$ cat src/hdl/isa_pkg.sv
package isa_pkg;

	// Instruction opcodes, 6 bits
	typedef enum logic [5:0] {
		NOP   = 6'd0,  // Only advances the PC
		ADD   = 6'd1,
		ADDI  = 6'd2,
		SUB   = 6'd3,
		SUBI  = 6'd4,
		MUL   = 6'd5,
		MULI  = 6'd6,
		DIV   = 6'd7,
		DIVI  = 6'd8,
		AND   = 6'd9,
		ANDI  = 6'd10,
		OR    = 6'd11,
		ORI   = 6'd12,
		XOR   = 6'd13,
		XORI  = 6'd14,
		NOT   = 6'd15,
		SL    = 6'd16, // Shift left
		SR    = 6'd17, // Shift right
		MOV   = 6'd18,
		LW    = 6'd19, // Load word
		LI    = 6'd20, // Load immediate
		LA    = 6'd21, // Load address
		SW    = 6'd22, // Store word, address from immediate
		BEQ   = 6'd23,
		BNE   = 6'd24,
		BLT   = 6'd25,
		BLET  = 6'd26,
		BGT   = 6'd27,
		BGET  = 6'd28,
		J     = 6'd29,
		JAL   = 6'd30, // Jump and link
		JR    = 6'd31, // Jump to register
		IN    = 6'd32, // Waits for input ready
		OUT   = 6'd33, // Output strobe
		RESET = 6'd62, // Clears the PC
		HALT  = 6'd63  // Waits for the release key
	} opcode_t;

	// ALU operation select, 4 bits
	typedef enum logic [3:0] {
		ALU_ADD    = 4'd0,
		ALU_SUB    = 4'd1,
		ALU_MUL    = 4'd2,
		ALU_DIV    = 4'd3,
		ALU_AND    = 4'd4,
		ALU_OR     = 4'd5,
		ALU_XOR    = 4'd6,
		ALU_NOT    = 4'd7,  // Operand A only
		ALU_SHL    = 4'd8,
		ALU_SHR    = 4'd9,
		ALU_PASS_A = 4'd10, // Result is operand A
		ALU_PASS_B = 4'd11  // Result is operand B
	} alu_op_t;

endpackage

$ cat src/hdl/control_pkg.sv
package control_pkg;

	// Register file destination field
	typedef enum logic [1:0] {
		DEST_RT   = 2'd0,
		DEST_RD   = 2'd1,
		DEST_LINK = 2'd2  // Link register for JAL
	} dest_sel_t;

	// ALU second operand
	typedef enum logic {
		SRC_REG = 1'b0,
		SRC_IMM = 1'b1
	} alu_src_t;

	// Register write-back source
	typedef enum logic [1:0] {
		WB_PC_NEXT = 2'd0,
		WB_ALU     = 2'd1,
		WB_MEMORY  = 2'd2,
		WB_INPUT   = 2'd3
	} wb_sel_t;

	// Next PC source
	typedef enum logic [1:0] {
		PC_HOLD   = 2'd0,
		PC_INCR   = 2'd1,
		PC_BRANCH = 2'd2,
		PC_JUMP   = 2'd3
	} pc_sel_t;

	// Why an instruction may stop the processor
	typedef enum logic [1:0] {
		STALL_NONE    = 2'd0,
		STALL_INPUT   = 2'd1,
		STALL_HALT    = 2'd2,
		STALL_RESTART = 2'd3
	} stall_class_t;

	// Control word, 16 bits
	typedef struct packed {
		dest_sel_t       dest_sel;
		alu_src_t        alu_src;
		wb_sel_t         wb_sel;
		pc_sel_t         pc_sel;
		isa_pkg::alu_op_t alu_op;
		logic            pc_write;
		logic            pc_clear;
		logic            reg_write;
		logic            mem_write;
		logic            out_strobe;
	} ctrl_word_t;

	localparam ctrl_word_t CTRL_IDLE = '0; // PC held, nothing written

endpackage

$ cat src/hdl/opcode_decoder.sv
`timescale 1ns/1ps

module opcode_decoder (
	input  isa_pkg::opcode_t          opcode,
	output control_pkg::ctrl_word_t   decoded,
	output control_pkg::stall_class_t stall
);

	always_comb begin
		// Base word is a plain PC increment
		decoded          = control_pkg::CTRL_IDLE;
		decoded.pc_sel   = control_pkg::PC_INCR;
		decoded.pc_write = 1'b1;
		stall            = control_pkg::STALL_NONE;

		// ALU operation, add unless listed
		case (opcode)
			isa_pkg::SUB, isa_pkg::SUBI:
				decoded.alu_op = isa_pkg::ALU_SUB;
			isa_pkg::MUL, isa_pkg::MULI:
				decoded.alu_op = isa_pkg::ALU_MUL;
			isa_pkg::DIV, isa_pkg::DIVI:
				decoded.alu_op = isa_pkg::ALU_DIV;
			isa_pkg::AND, isa_pkg::ANDI:
				decoded.alu_op = isa_pkg::ALU_AND;
			isa_pkg::OR, isa_pkg::ORI:
				decoded.alu_op = isa_pkg::ALU_OR;
			isa_pkg::XOR, isa_pkg::XORI:
				decoded.alu_op = isa_pkg::ALU_XOR;
			isa_pkg::NOT:
				decoded.alu_op = isa_pkg::ALU_NOT;
			isa_pkg::SL:
				decoded.alu_op = isa_pkg::ALU_SHL;
			isa_pkg::SR:
				decoded.alu_op = isa_pkg::ALU_SHR;
			isa_pkg::MOV:
				decoded.alu_op = isa_pkg::ALU_PASS_A;
			isa_pkg::LI, isa_pkg::OUT, isa_pkg::JR,
			isa_pkg::BEQ, isa_pkg::BNE, isa_pkg::BLT,
			isa_pkg::BLET, isa_pkg::BGT, isa_pkg::BGET:
				decoded.alu_op = isa_pkg::ALU_PASS_B; // Immediate or RT through
			default:
				decoded.alu_op = isa_pkg::ALU_ADD;    // Also address calc for LW, LA, SW
		endcase

		// Operand routing, write-back and enables
		case (opcode)
			isa_pkg::ADD, isa_pkg::SUB, isa_pkg::MUL, isa_pkg::DIV,
			isa_pkg::AND, isa_pkg::OR, isa_pkg::XOR, isa_pkg::SL, isa_pkg::SR: begin
				decoded.dest_sel  = control_pkg::DEST_RD; // Register form
				decoded.wb_sel    = control_pkg::WB_ALU;
				decoded.reg_write = 1'b1;
			end
			isa_pkg::ADDI, isa_pkg::SUBI, isa_pkg::MULI, isa_pkg::DIVI,
			isa_pkg::ANDI, isa_pkg::ORI, isa_pkg::XORI, isa_pkg::LI, isa_pkg::LA: begin
				decoded.alu_src   = control_pkg::SRC_IMM; // Immediate form into RT
				decoded.wb_sel    = control_pkg::WB_ALU;
				decoded.reg_write = 1'b1;
			end
			isa_pkg::NOT, isa_pkg::MOV: begin
				decoded.wb_sel    = control_pkg::WB_ALU;  // Single operand into RT
				decoded.reg_write = 1'b1;
			end
			isa_pkg::LW: begin
				decoded.alu_src   = control_pkg::SRC_IMM;
				decoded.wb_sel    = control_pkg::WB_MEMORY;
				decoded.reg_write = 1'b1;
			end
			isa_pkg::SW: begin
				decoded.alu_src   = control_pkg::SRC_IMM;
				decoded.mem_write = 1'b1;
			end
			isa_pkg::BEQ, isa_pkg::BNE, isa_pkg::BLT,
			isa_pkg::BLET, isa_pkg::BGT, isa_pkg::BGET, isa_pkg::JR: begin
				decoded.pc_sel = control_pkg::PC_BRANCH; // Target taken from ALU
			end
			isa_pkg::J: begin
				decoded.pc_sel = control_pkg::PC_JUMP;
			end
			isa_pkg::JAL: begin
				decoded.dest_sel  = control_pkg::DEST_LINK;
				decoded.wb_sel    = control_pkg::WB_PC_NEXT; // Return address
				decoded.pc_sel    = control_pkg::PC_JUMP;
				decoded.reg_write = 1'b1;
			end
			isa_pkg::IN: begin
				// Word issued once the input is ready
				decoded.wb_sel    = control_pkg::WB_INPUT;
				decoded.reg_write = 1'b1;
				stall             = control_pkg::STALL_INPUT;
			end
			isa_pkg::OUT: begin
				decoded.alu_src    = control_pkg::SRC_IMM; // Output port address
				decoded.out_strobe = 1'b1;
			end
			isa_pkg::RESET: begin
				decoded = control_pkg::CTRL_IDLE;
				stall   = control_pkg::STALL_RESTART;
			end
			isa_pkg::HALT: begin
				decoded = control_pkg::CTRL_IDLE;
				stall   = control_pkg::STALL_HALT;
			end
			default: begin
				decoded.pc_sel = control_pkg::PC_INCR; // NOP and undefined opcodes
			end
		endcase
	end

endmodule

$ cat src/hdl/run_state_fsm.sv
`timescale 1ns/1ps

module run_state_fsm (
	input  logic                      clock,
	input  logic                      reset,
	input  control_pkg::ctrl_word_t   decoded,
	input  control_pkg::stall_class_t stall,
	input  logic                      in_ready,     // Input data available
	input  logic                      halt_release, // Release key level
	output control_pkg::ctrl_word_t   ctrl
);

	typedef enum logic {
		RUNNING = 1'b0,
		STOPPED = 1'b1
	} run_state_t;

	run_state_t              state;
	control_pkg::ctrl_word_t restart_word;
	logic                    input_done;
	logic                    halt_done;

	always_comb begin
		restart_word          = control_pkg::CTRL_IDLE;
		restart_word.pc_clear = 1'b1; // Sends the PC back to zero
	end

	// Ways out of the stopped state
	assign input_done = (stall == control_pkg::STALL_INPUT) && in_ready;
	assign halt_done  = (stall == control_pkg::STALL_HALT) && halt_release;

	always_ff @(posedge clock) begin
		if (reset) begin
			state <= RUNNING;
			ctrl  <= control_pkg::CTRL_IDLE;
		end else if (stall == control_pkg::STALL_RESTART) begin
			state <= RUNNING; // Restart wins in either state
			ctrl  <= restart_word;
		end else if (state == RUNNING) begin
			if (stall == control_pkg::STALL_NONE) begin
				ctrl <= decoded;
			end else begin
				state <= STOPPED; // IN or HALT, PC held
				ctrl  <= control_pkg::CTRL_IDLE;
			end
		end else begin
			if (input_done) begin
				state <= RUNNING;
				ctrl  <= decoded; // IN completion word
			end else if (halt_done) begin
				state <= RUNNING;
				ctrl  <= restart_word;
			end
			// Otherwise keep waiting with ctrl unchanged
		end
	end

endmodule

$ cat src/hdl/control_unit.sv
`timescale 1ns/1ps

module control_unit (
	input  logic                    clock,
	input  logic                    reset,
	input  isa_pkg::opcode_t        opcode,
	input  logic                    in_ready,
	input  logic                    halt_release,
	output control_pkg::ctrl_word_t ctrl
);

	control_pkg::ctrl_word_t   decoded;
	control_pkg::stall_class_t stall;

	opcode_decoder u_decoder (
		.opcode  (opcode),
		.decoded (decoded),
		.stall   (stall)
	);

	run_state_fsm u_state (
		.clock        (clock),
		.reset        (reset),
		.decoded      (decoded),
		.stall        (stall),
		.in_ready     (in_ready),
		.halt_release (halt_release),
		.ctrl         (ctrl)
	);

endmodule

$ cat config.mk
export PLATFORM = sky130hd
export DESIGN_NAME = control_unit
export DESIGN_NICKNAME = d
export VERILOG_FILES = /design/src/hdl/isa_pkg.sv /design/src/hdl/control_pkg.sv /design/src/hdl/opcode_decoder.sv /design/src/hdl/run_state_fsm.sv /design/src/hdl/control_unit.sv
export SDC_FILE = /design/constraint.sdc
export NUM_CORES = 1
export LEC_CHECK = 0
export ABC_CLOCK_PERIOD_IN_PS = 1700
export CORE_AREA = 2 2 68 44
export CTS_BUF_LIST = sky130_fd_sc_hd__clkbuf_16
export DETAILED_ROUTE_END_ITERATION = 6
export DIE_AREA = 0 0 70 46
export DONT_BUFFER_PORTS = 1
export GPL_ROUTABILITY_DRIVEN = 0
export PLACE_DENSITY = 0.6
export SETUP_SLACK_MARGIN = 0.15
export SLEW_MARGIN = 20
export SYNTH_ARGS = -nofsm -noshare
export SYNTH_HDL_FRONTEND = slang
export SYNTH_SLANG_ARGS = --single-unit
$ cat constraint.sdc
create_clock -name clock -period 1.7 [get_ports clock]
set_input_delay 0.085 -clock clock [delete_from_list [all_inputs] [get_ports clock]]
set_output_delay 0.085 -clock clock [all_outputs]
set_load 0.01 [all_outputs]
==> out/qor.json, run 1 <==
{
  "run_status": "complete, no violations",
  "power.ir.vdd_worst_mv": 0.543,
  "fp.dieArea_sq_um": 3220,
  "yosysUniqueCellTypes": 43,
  "worst_ep_required_ps": 1840,
  "floorplan.io_pins": 26,
  "area.growth.synth_to_final_pct": 11.1,
  "postSynthNetCount": 151,
  "routed-via-count": 1055,
  "core-area_sq_um": 2670,
  "overflow": 0,
  "post_synth.cell_area_avg_sq_um": 8.20,
  "p_leak_nw": 0.472,
  "cp-startpoint": "opcode[1]",
  "yosys_warnings": 0,
  "drc": 0,
  "reg2reg_depth": 6,
  "viasPerCell": 6.24,
  "post-route-period-util": 0.827,
  "cp_slowest_stage_delay_ps": 600,
  "ant_nets": 0,
  "powerDensity_nw_per_um2": 848,
  "grt.total_usage": 0.176,
  "critical_path.endpoint_type": "flop",
  "cts_tree": "built",
  "reg2reg_slack_ps": 300,
  "worst_slew_pin_slew_ps": 491,
  "postCtsSetupBuffers": 0,
  "setup.worst_path.class": "in -> reg",
  "timing.clock.skew_ps": 2.39,
  "synth-edff-count": 0,
  "start_util": 0.415,
  "pre_cts_slack_ps": 79.4,
  "postSynthRegisterBits": 17,
  "cts_max_path_buffers": 2,
  "timing.max_slew.rel_slack": 0.672,
  "synth_sequential_area_ratio": 0.307,
  "num_antenna_cells": 0,
  "grt_first_pass_wirelength_microns": 4410,
  "max_freq_ghz": 0.711,
  "worst_setup_path_endpoint": "u_state.ctrl[11]$_SDFFE_PP0P_",
  "postRouteWirelength_microns": 2770,
  "min_setup_slack_post_route_ps": 294,
  "clock_sink_count": 17,
  "die_w_microns": 70,
  "cts_htree_levels": 1,
  "slew_viol_final": 0,
  "port_buffers": 0,
  "finalSetupViolations": 0,
  "slowest_stage_cell_crit_path": "or4b_1",
  "cts.reportedPaths.clkPinSlew_ps": 50,
  "synthesis.instances": 135,
  "crit_arrival_ps": 1540,
  "min_period_ps": 1410,
  "crit_path_max_fanout": 8,
  "first_global_vias": 901,
  "critical_path_cell_list": "inv_1, ha_1, a21oi_2, o32ai_1, or4b_1, a32o_1",
  "asyncSetResetFlopFracSynth": 0,
  "grt_max_degree": 17,
  "drt-initial-drc-count": 91,
  "yosys_most_used_dff": "dfxtp_1",
  "clk_latency_ps": 240,
  "worstHoldPathType": "in -> reg",
  "r2r-start": "u_state.state$_SDFF_PP0_",
  "cts_root_buffer": "clkbuf_16",
  "final_total_negative_setup_slack_ps": 0,
  "vertical_extent_of_the_die_microns": 46,
  "maxCapViolCount": 0,
  "worst_reg2reg_path_endpoint": "u_state.ctrl[7]$_SDFFE_PP0P_",
  "routed_wire_length_per_instance_microns": 16.4,
  "final_net_count": 152,
  "cts_inserted_buffers": 3,
  "critical_path.startpoint_type": "primary input",
  "grt_antenna_before_repair": 0,
  "grt_setup_unrepaired": "false",
  "hold_viol_final": 0,
  "detailed_place_hpwl_microns": 2110,
  "synth_area_sq_um": 1110,
  "layout-drive-gt1-share": 0.126,
  "drtPass1Iterations": 4,
  "floorplan.rows": 15
}
[report_power, final]
part | internal [mW] | leakage, nW | switching, mW
registers | 0.418 | 0.139 | 0.0213
logic | 0.0669 | 0.290 | 0.0855
clock network | 0.311 | 0.0423 | 0.139
[critical path, delay by kind of cell]
kind	cells	cell delay (ps)
buffers and inverters	1	50
adders and majority gates	1	290
and+or+nand+nor	1	600
AOI/OAI and AO/OA	3	520
[Yosys cell counts (2+ instances only)]
library cell	number	area, sq um
a21oi_1	10	50.1
a22oi_1	6	45.0
a31oi_1	2	12.5
a32o_1	3	30.0
a32oi_1	5	43.8
and2_1	2	12.5
buf_2	2	10.0
buf_4	3	22.5
buf_6	2	22.5
clkbuf_1	5	18.8
dfxtp_1	17	340
ha_1	6	75.1
inv_1	5	18.8
mux2i_1	3	30.0
nand2_1	7	26.3
nand2b_1	2	12.5
nand4_1	2	12.5
nor2_1	17	63.8
nor2b_1	2	12.5
nor3_1	5	25.0
o21a_1	2	15.0
o21ai_0	6	30.0
[per-stage QoR]
| stage | total power [mW] | instances | util | hold slack (ps) | instance area [sq um] |
|---|---|---|---|---|---|
| final | 1.04 | 169 | 0.462 | 65.4 | 1230 |
| after global routing | 1.08 | 169 | 0.462 | 71.3 | 1230 |
| after CTS | 1.05 | 169 | 0.462 | 66.7 | 1230 |
| after detailed placement | 0.594 | 164 | 0.428 | 160 | 1140 |
| after global placement | 0.594 | 164 | 0.428 | 159 | 1140 |
| after floorplan | 0.570 | 135 | - | 157 | 1110 |
[worst min path at each step]
stage,from,endpoint,slack (ps),cells past startpoint
3_3_place_gp,reset,u_state.ctrl[3]$_SDFFE_PP0P_,160,1
2_1_floorplan,reset,u_state.ctrl[3]$_SDFFE_PP0P_,160,1
5_1_grt,opcode[3],u_state.ctrl[1]$_SDFFE_PP0P_,70,3
4_1_cts,opcode[3],u_state.ctrl[1]$_SDFFE_PP0P_,70,3
3_5_place_dp,reset,u_state.ctrl[3]$_SDFFE_PP0P_,160,1
6_report,opcode[3],u_state.ctrl[1]$_SDFFE_PP0P_,70,3
[flip-flops by register name, indices dropped and copies added, names as in the netlist]
register       cells
u_state.ctrl      16
u_state.state      1
[metal layers]
| layer | wire (microns) | GRT usage | up-vias |
|---|---|---|---|
| met5 | 0 | 0 | - |
| met4 | 21 | 0.0192 | 0 |
| met3 | 351 | 0.0929 | 4 |
| met2 | 1150 | 0.263 | 55 |
| met1 | 1250 | 0.235 | 502 |
| li1 | - | - | 494 |
[cell type report]
type	instances	area (sq um)
multi-input cells	100	671
well taps	34	42.5
inverters	6	22.5
clock buffers	3	75.1
fillers	266	1440
flip-flops and latches	17	340
repair buffers	8	75.1
clock inverters	1	3.75
[kinds of logic (layout without fill, tap and decap cells)]
logic type / Yosys count / in the layout / synth area share
buffers and inverters: 18 / 18 / 0.0870
AND/OR/NAND/NOR: 46 / 46 / 0.212
adder cells (fa/ha/maj): 6 / 6 / 0.0678
AO/OA/AOI/OAI: 44 / 44 / 0.288
multiplexers: 4 / 4 / 0.0373
flip-flops: 17 / 17 / 0.307
[what timing repair did]
action | CTS | global route
resized for setup | 0 | 0
hold buffers | 1 | 0
endpoints found under the hold margin | 1 | 0
[cells in the final DEF, fill, tap and decap left out, drive strengths merged, types with 2 or more instances in the layout]
cell    count
a21oi      11
inv         7
a32oi       5
a32o        3
nor2b       2
o21a        2
nand2b      2
o21ai       6
nor3        5
dfxtp      17
a31oi       2
nand2       8
buf         7
a22oi       6
nand4       2
clkbuf      3
nor2       17
ha          6
and2        2
mux2i       3
No activity file was read; power rests on OpenSTA's default activity.
==> inputs of run 2 (changes only) <==
- ABC_AREA: default -> 1
- ABC_CLOCK_PERIOD_IN_PS: 1700 -> 1200
- CORE_AREA: 2 2 68 44 -> 2 2 71 46
- DIE_AREA: 0 0 70 46 -> 0 0 73 48
- PLACE_DENSITY: 0.6 -> 0.61
- clock period: 1.7 -> 1.2 ns (I/O delays scaled with it)
==> run 2 against run 1 <==
Setup slack worse by 150 ps. Sequential cell count unchanged. Clock skew up 3.4 ps. Routed wire length up 19%. Clock power up 48%. Worst hold slack worse by 44 ps. Via count up 22%. Highest routed layer is now met3. Critical path depth down 1. Area after synthesis up 9.5%. First-iteration DRC count down 4.4%. Combinational power up 78%.
==> out/qor.json, run 2 <==
{
  "filler_cell_count": {"value": 264, "change": "was 266"},
  "slew_viol_final": {"value": 0, "change": "unchanged"},
  "num_antenna_cells": {"value": 0, "change": "unchanged"},
  "layout-drive-gt1-share": {"value": 0.225, "change": "was 0.126"},
  "synth_most_common_cell": "nand2_1",
  "clk_latency": {"value": 250, "unit": "ps", "change": "was 240 ps"},
  "postCtsSetupBuffers": {"value": 0, "change": "unchanged"},
  "timing.clock.skew": {"value": 5.74, "unit": "ps", "change": "was 2.39 ps"},
  "powerDensity": {"value": 1010, "unit": "nW/um^2", "change": "was 848 nW/um^2"},
  "start_util": {"value": 0.434, "change": "was 0.415"},
  "timing.max_slew.rel_slack": {"value": 0.791, "change": "was 0.672"},
  "largest_register_ff_count": {"value": 16, "change": "unchanged"},
  "run_status": {"value": "complete, no violations", "change": "unchanged"},
  "crit_path_max_fanout": {"value": 8, "change": "unchanged"},
  "cts_inserted_buffers": {"value": 3, "change": "unchanged"},
  "routed-via-count": {"value": 1292, "change": "was 1055"},
  "fp.dieArea": {"value": 3500, "unit": "sq um", "change": "was 3220 sq um"},
  "drc": {"value": 0, "change": "unchanged"},
  "core-area": {"value": 2800, "unit": "sq um", "change": "was 2670 sq um"},
  "postSynthRegisterBits": {"value": 17, "change": "unchanged"},
  "asyncSetResetFlopFracSynth": {"value": 0, "change": "unchanged"},
  "synth_area": {"value": 1210, "unit": "sq um", "change": "was 1110 sq um"},
  "clock_sink_count": {"value": 17, "change": "unchanged"},
  "cts_max_path_buffers": {"value": 2, "change": "unchanged"},
  "grt_max_degree": {"value": 17, "change": "unchanged"},
  "cts_htree_levels": {"value": 1, "change": "unchanged"},
  "final_total_negative_setup_slack": {"value": 0, "unit": "ps", "change": "unchanged"},
  "die_w": {"value": 73, "unit": "microns", "change": "was 70 microns"},
  "final_common_cell": "nand2_1",
  "drt-initial-drc-count": {"value": 87, "change": "was 91"},
  "grt_setup_unrepaired": {"value": "true", "change": "was false"},
  "worst_hold_slack": {"value": 21.6, "unit": "ps", "change": "was 65.4 ps"},
  "setup.worst_path.class": {"value": "reg -> reg", "change": "was in -> reg"},
  "post-route-period-util": 0.877,
  "grt_antenna_before_repair": {"value": 0, "change": "unchanged"},
  "largestRegisters": {"value": "u_state.ctrl (16), u_state.state (1)", "change": "unchanged"},
  "synthesis.instances": {"value": 197, "change": "was 135"},
  "crit_arrival": {"value": 1230, "unit": "ps", "change": "was 1540 ps"},
  "synth_sequential_area_ratio": {"value": 0.281, "change": "was 0.307"},
  "yosys_warnings": {"value": 0, "change": "unchanged"},
  "first_global_vias": {"value": 1195, "change": "was 901"},
  "worst_slew_pin_slew": {"value": 313, "unit": "ps", "change": "was 491 ps"},
  "post-synth-top-area-fraction": {"value": 0.281, "change": "was 0.307"},
  "port_buffers": {"value": 0, "change": "unchanged"},
  "finalSetupViolations": {"value": 0, "change": "unchanged"},
  "postRouteWirelength": {"value": 3280, "unit": "microns", "change": "was 2770 microns"},
  "worst_ep_required": {"value": 1370, "unit": "ps", "change": "was 1840 ps"},
  "slowest_stage_cell_crit_path": {"value": "dfxtp_2", "change": "was or4b_1"},
  "p_leak": {"value": 0.725, "unit": "nW", "change": "was 0.472 nW"},
  "grt_first_pass_wirelength": {"value": 5180, "unit": "microns", "change": "was 4410 microns"},
  "cts.reportedPaths.clkPinSlew": {"value": 50, "unit": "ps", "change": "about the same"},
  "yosys_most_used_dff": {"value": "dfxtp_1", "change": "unchanged"},
  "yosysUniqueCellTypes": {"value": 23, "change": "was 43"},
  "final_net_count": {"value": 230, "change": "was 152"},
  "cts_tree": {"value": "built", "change": "unchanged"},
  "min_period_ps": 1050,
  "viasPerCell": {"value": 5.23, "change": "was 6.24"},
  "synth.largest_area_cell": {"value": "dfxtp_1", "change": "unchanged"},
  "overflow": {"value": 0, "change": "unchanged"},
  "cp_slowest_stage_delay": {"value": 360, "unit": "ps", "change": "was 600 ps"},
  "critical_path.endpoint_type": {"value": "flop", "change": "unchanged"},
  "ant_nets": {"value": 0, "change": "unchanged"},
  "hold_viol_final": {"value": 0, "change": "unchanged"},
  "synth-edff-count": {"value": 0, "change": "unchanged"},
  "synth.top_cells.by_count": {"value": "nand2_1, nor2_1, a21oi_1", "change": "was dfxtp_1, nor2_1, a21oi_1"},
  "floorplan.io_pins": {"value": 26, "change": "unchanged"},
  "top_register": {"value": "u_state.ctrl", "change": "unchanged"},
  "maxCapViolCount": {"value": 0, "change": "unchanged"},
  "area.growth.synth_to_final": {"value": 27.3, "unit": "%", "change": "was 11.1%"},
  "synth.top_cells.by_area": {"value": "dfxtp_1, nand2_1, a21oi_1", "change": "was dfxtp_1, ha_1, nor2_1"},
  "layout.cells.most_common_list": {"value": "nand2_1, nor2_1, a21oi_1", "change": "was nor2_1, dfxtp_1, a21oi_1"},
  "cts_root_buffer": {"value": "clkbuf_16", "change": "unchanged"},
  "grt.total_usage": {"value": 0.197, "change": "was 0.176"},
  "detailed_place_hpwl": {"value": 2570, "unit": "microns", "change": "was 2110 microns"},
  "worstHoldPathType": {"value": "in -> reg", "change": "unchanged"},
  "critical_path.startpoint_type": {"value": "flop", "change": "was primary input"},
  "routed_wire_length_per_instance": {"value": 13.3, "unit": "microns", "change": "was 16.4 microns"},
  "vertical_extent_of_the_die": {"value": 48, "unit": "microns", "change": "was 46 microns"},
  "floorplan.rows": {"value": 15, "change": "unchanged"},
  "post_synth.cell_area_avg": {"value": 6.15, "unit": "sq um", "change": "was 8.20 sq um"},
  "critical_path_cell_list": {"value": "nand2_4, a21oi_4, clkbuf_16, nand2_1, a21oi_1", "change": "was inv_1, ha_1, a21oi_2, o32ai_1, or4b_1, a32o_1"},
  "power.ir.vdd_worst": {"value": 0.711, "unit": "mV", "change": "was 0.543 mV"},
  "postSynthNetCount": {"value": 213, "change": "was 151"},
  "drtPass1Iterations": {"value": 4, "change": "unchanged"},
  "max_freq_ghz": 0.950
}
-- run 2: cell types whose count changed after synthesis, sizes merged, moves of 3 or more --
cell and delta:
nand2 +63, a22oi -6, a21oi +9, a32oi -5, mux2i -3, inv +13
nor2 +11, clkbuf -4, nand3 +15, a32o -3, nor3 -4
-- run 2: routing by layer --
metal / vias to the layer above / track usage / wire, microns
met2: 46 / 0.315 / 1430
met1: 582 / 0.256 / 1520
met5: - / 0 / 0
met4: 0 / 0.0222 / 0
li1: 664 / - / -
met3: 0 / 0.0905 / 333
-- run 2: worst max-delay path, delay by kind of cell, from the launching register on --
family | cells | cell delay, ps
AO/OA/AOI/OAI | 2 | 300
AND/OR/NAND/NOR | 2 | 120
buffers and inverters | 1 | 190
flip-flops | 1 | 360
-- run 2: metrics by stage --
stage | power [mW] | utilization | setup WS (ps) | instance area [sq um] | std cells
6_report | 1.56 | 0.552 | 148 | 1540 | 247
5_1_grt | 1.64 | 0.552 | 102 | 1540 | 247
4_1_cts | 1.56 | 0.531 | 169 | 1490 | 246
3_5_place_dp | 0.883 | 0.498 | -66.9 | 1390 | 241
3_3_place_gp | 0.880 | 0.498 | -88.4 | 1390 | 241
2_1_floorplan | 0.829 | - | -4.50 | 1270 | 197
-- run 2: logic make-up after synthesis --
group | share of synthesized area
fa+ha+maj | 0.0619
buf+inv | 0.103
simple gates | 0.418
compound gates | 0.136
flops | 0.281
-- run 2: final timing paths --
kind / start / end / slack (ps) / cells after the start
setup / recovery: u_state.state$_SDFF_PP0_ / u_state.ctrl[4]$_SDFFE_PP0P_ / 150 / 5
hold / removal: opcode[3] / u_state.ctrl[7]$_SDFFE_PP0P_ / 20 / 2
setup reg to reg: u_state.state$_SDFF_PP0_ / u_state.ctrl[4]$_SDFFE_PP0P_ / 150 / 5
hold reg to reg: u_state.ctrl[11]$_SDFFE_PP0P_ / u_state.ctrl[11]$_SDFFE_PP0P_ / 510 / 2
-- run 2: where the power goes --
group | switching (mW) | internal (mW)
registers | 0.0298 | 0.592
logic | 0.158 | 0.113
clock network | 0.217 | 0.449
total | 0.405 | 1.15
-- run 2: final cells by class --
cell class / count / area [sq um] / share of cell area
timing repair buffer: 18 / 168 / 0.109
multi-input combinational: 155 / 816 / 0.528
sequential: 17 / 342 / 0.221
inverter: 19 / 93.8 / 0.0608
clock inverter: 1 / 7.51 / 0.00486
clock buffer: 3 / 75.1 / 0.0486
tap: 34 / 42.5 / 0.0276
-- run 2: timing repair --
action	CTS	global route
hold endpoints to repair	1	0
setup endpoints to repair	0	16
hold buffers	1	0
resized for setup	0	11
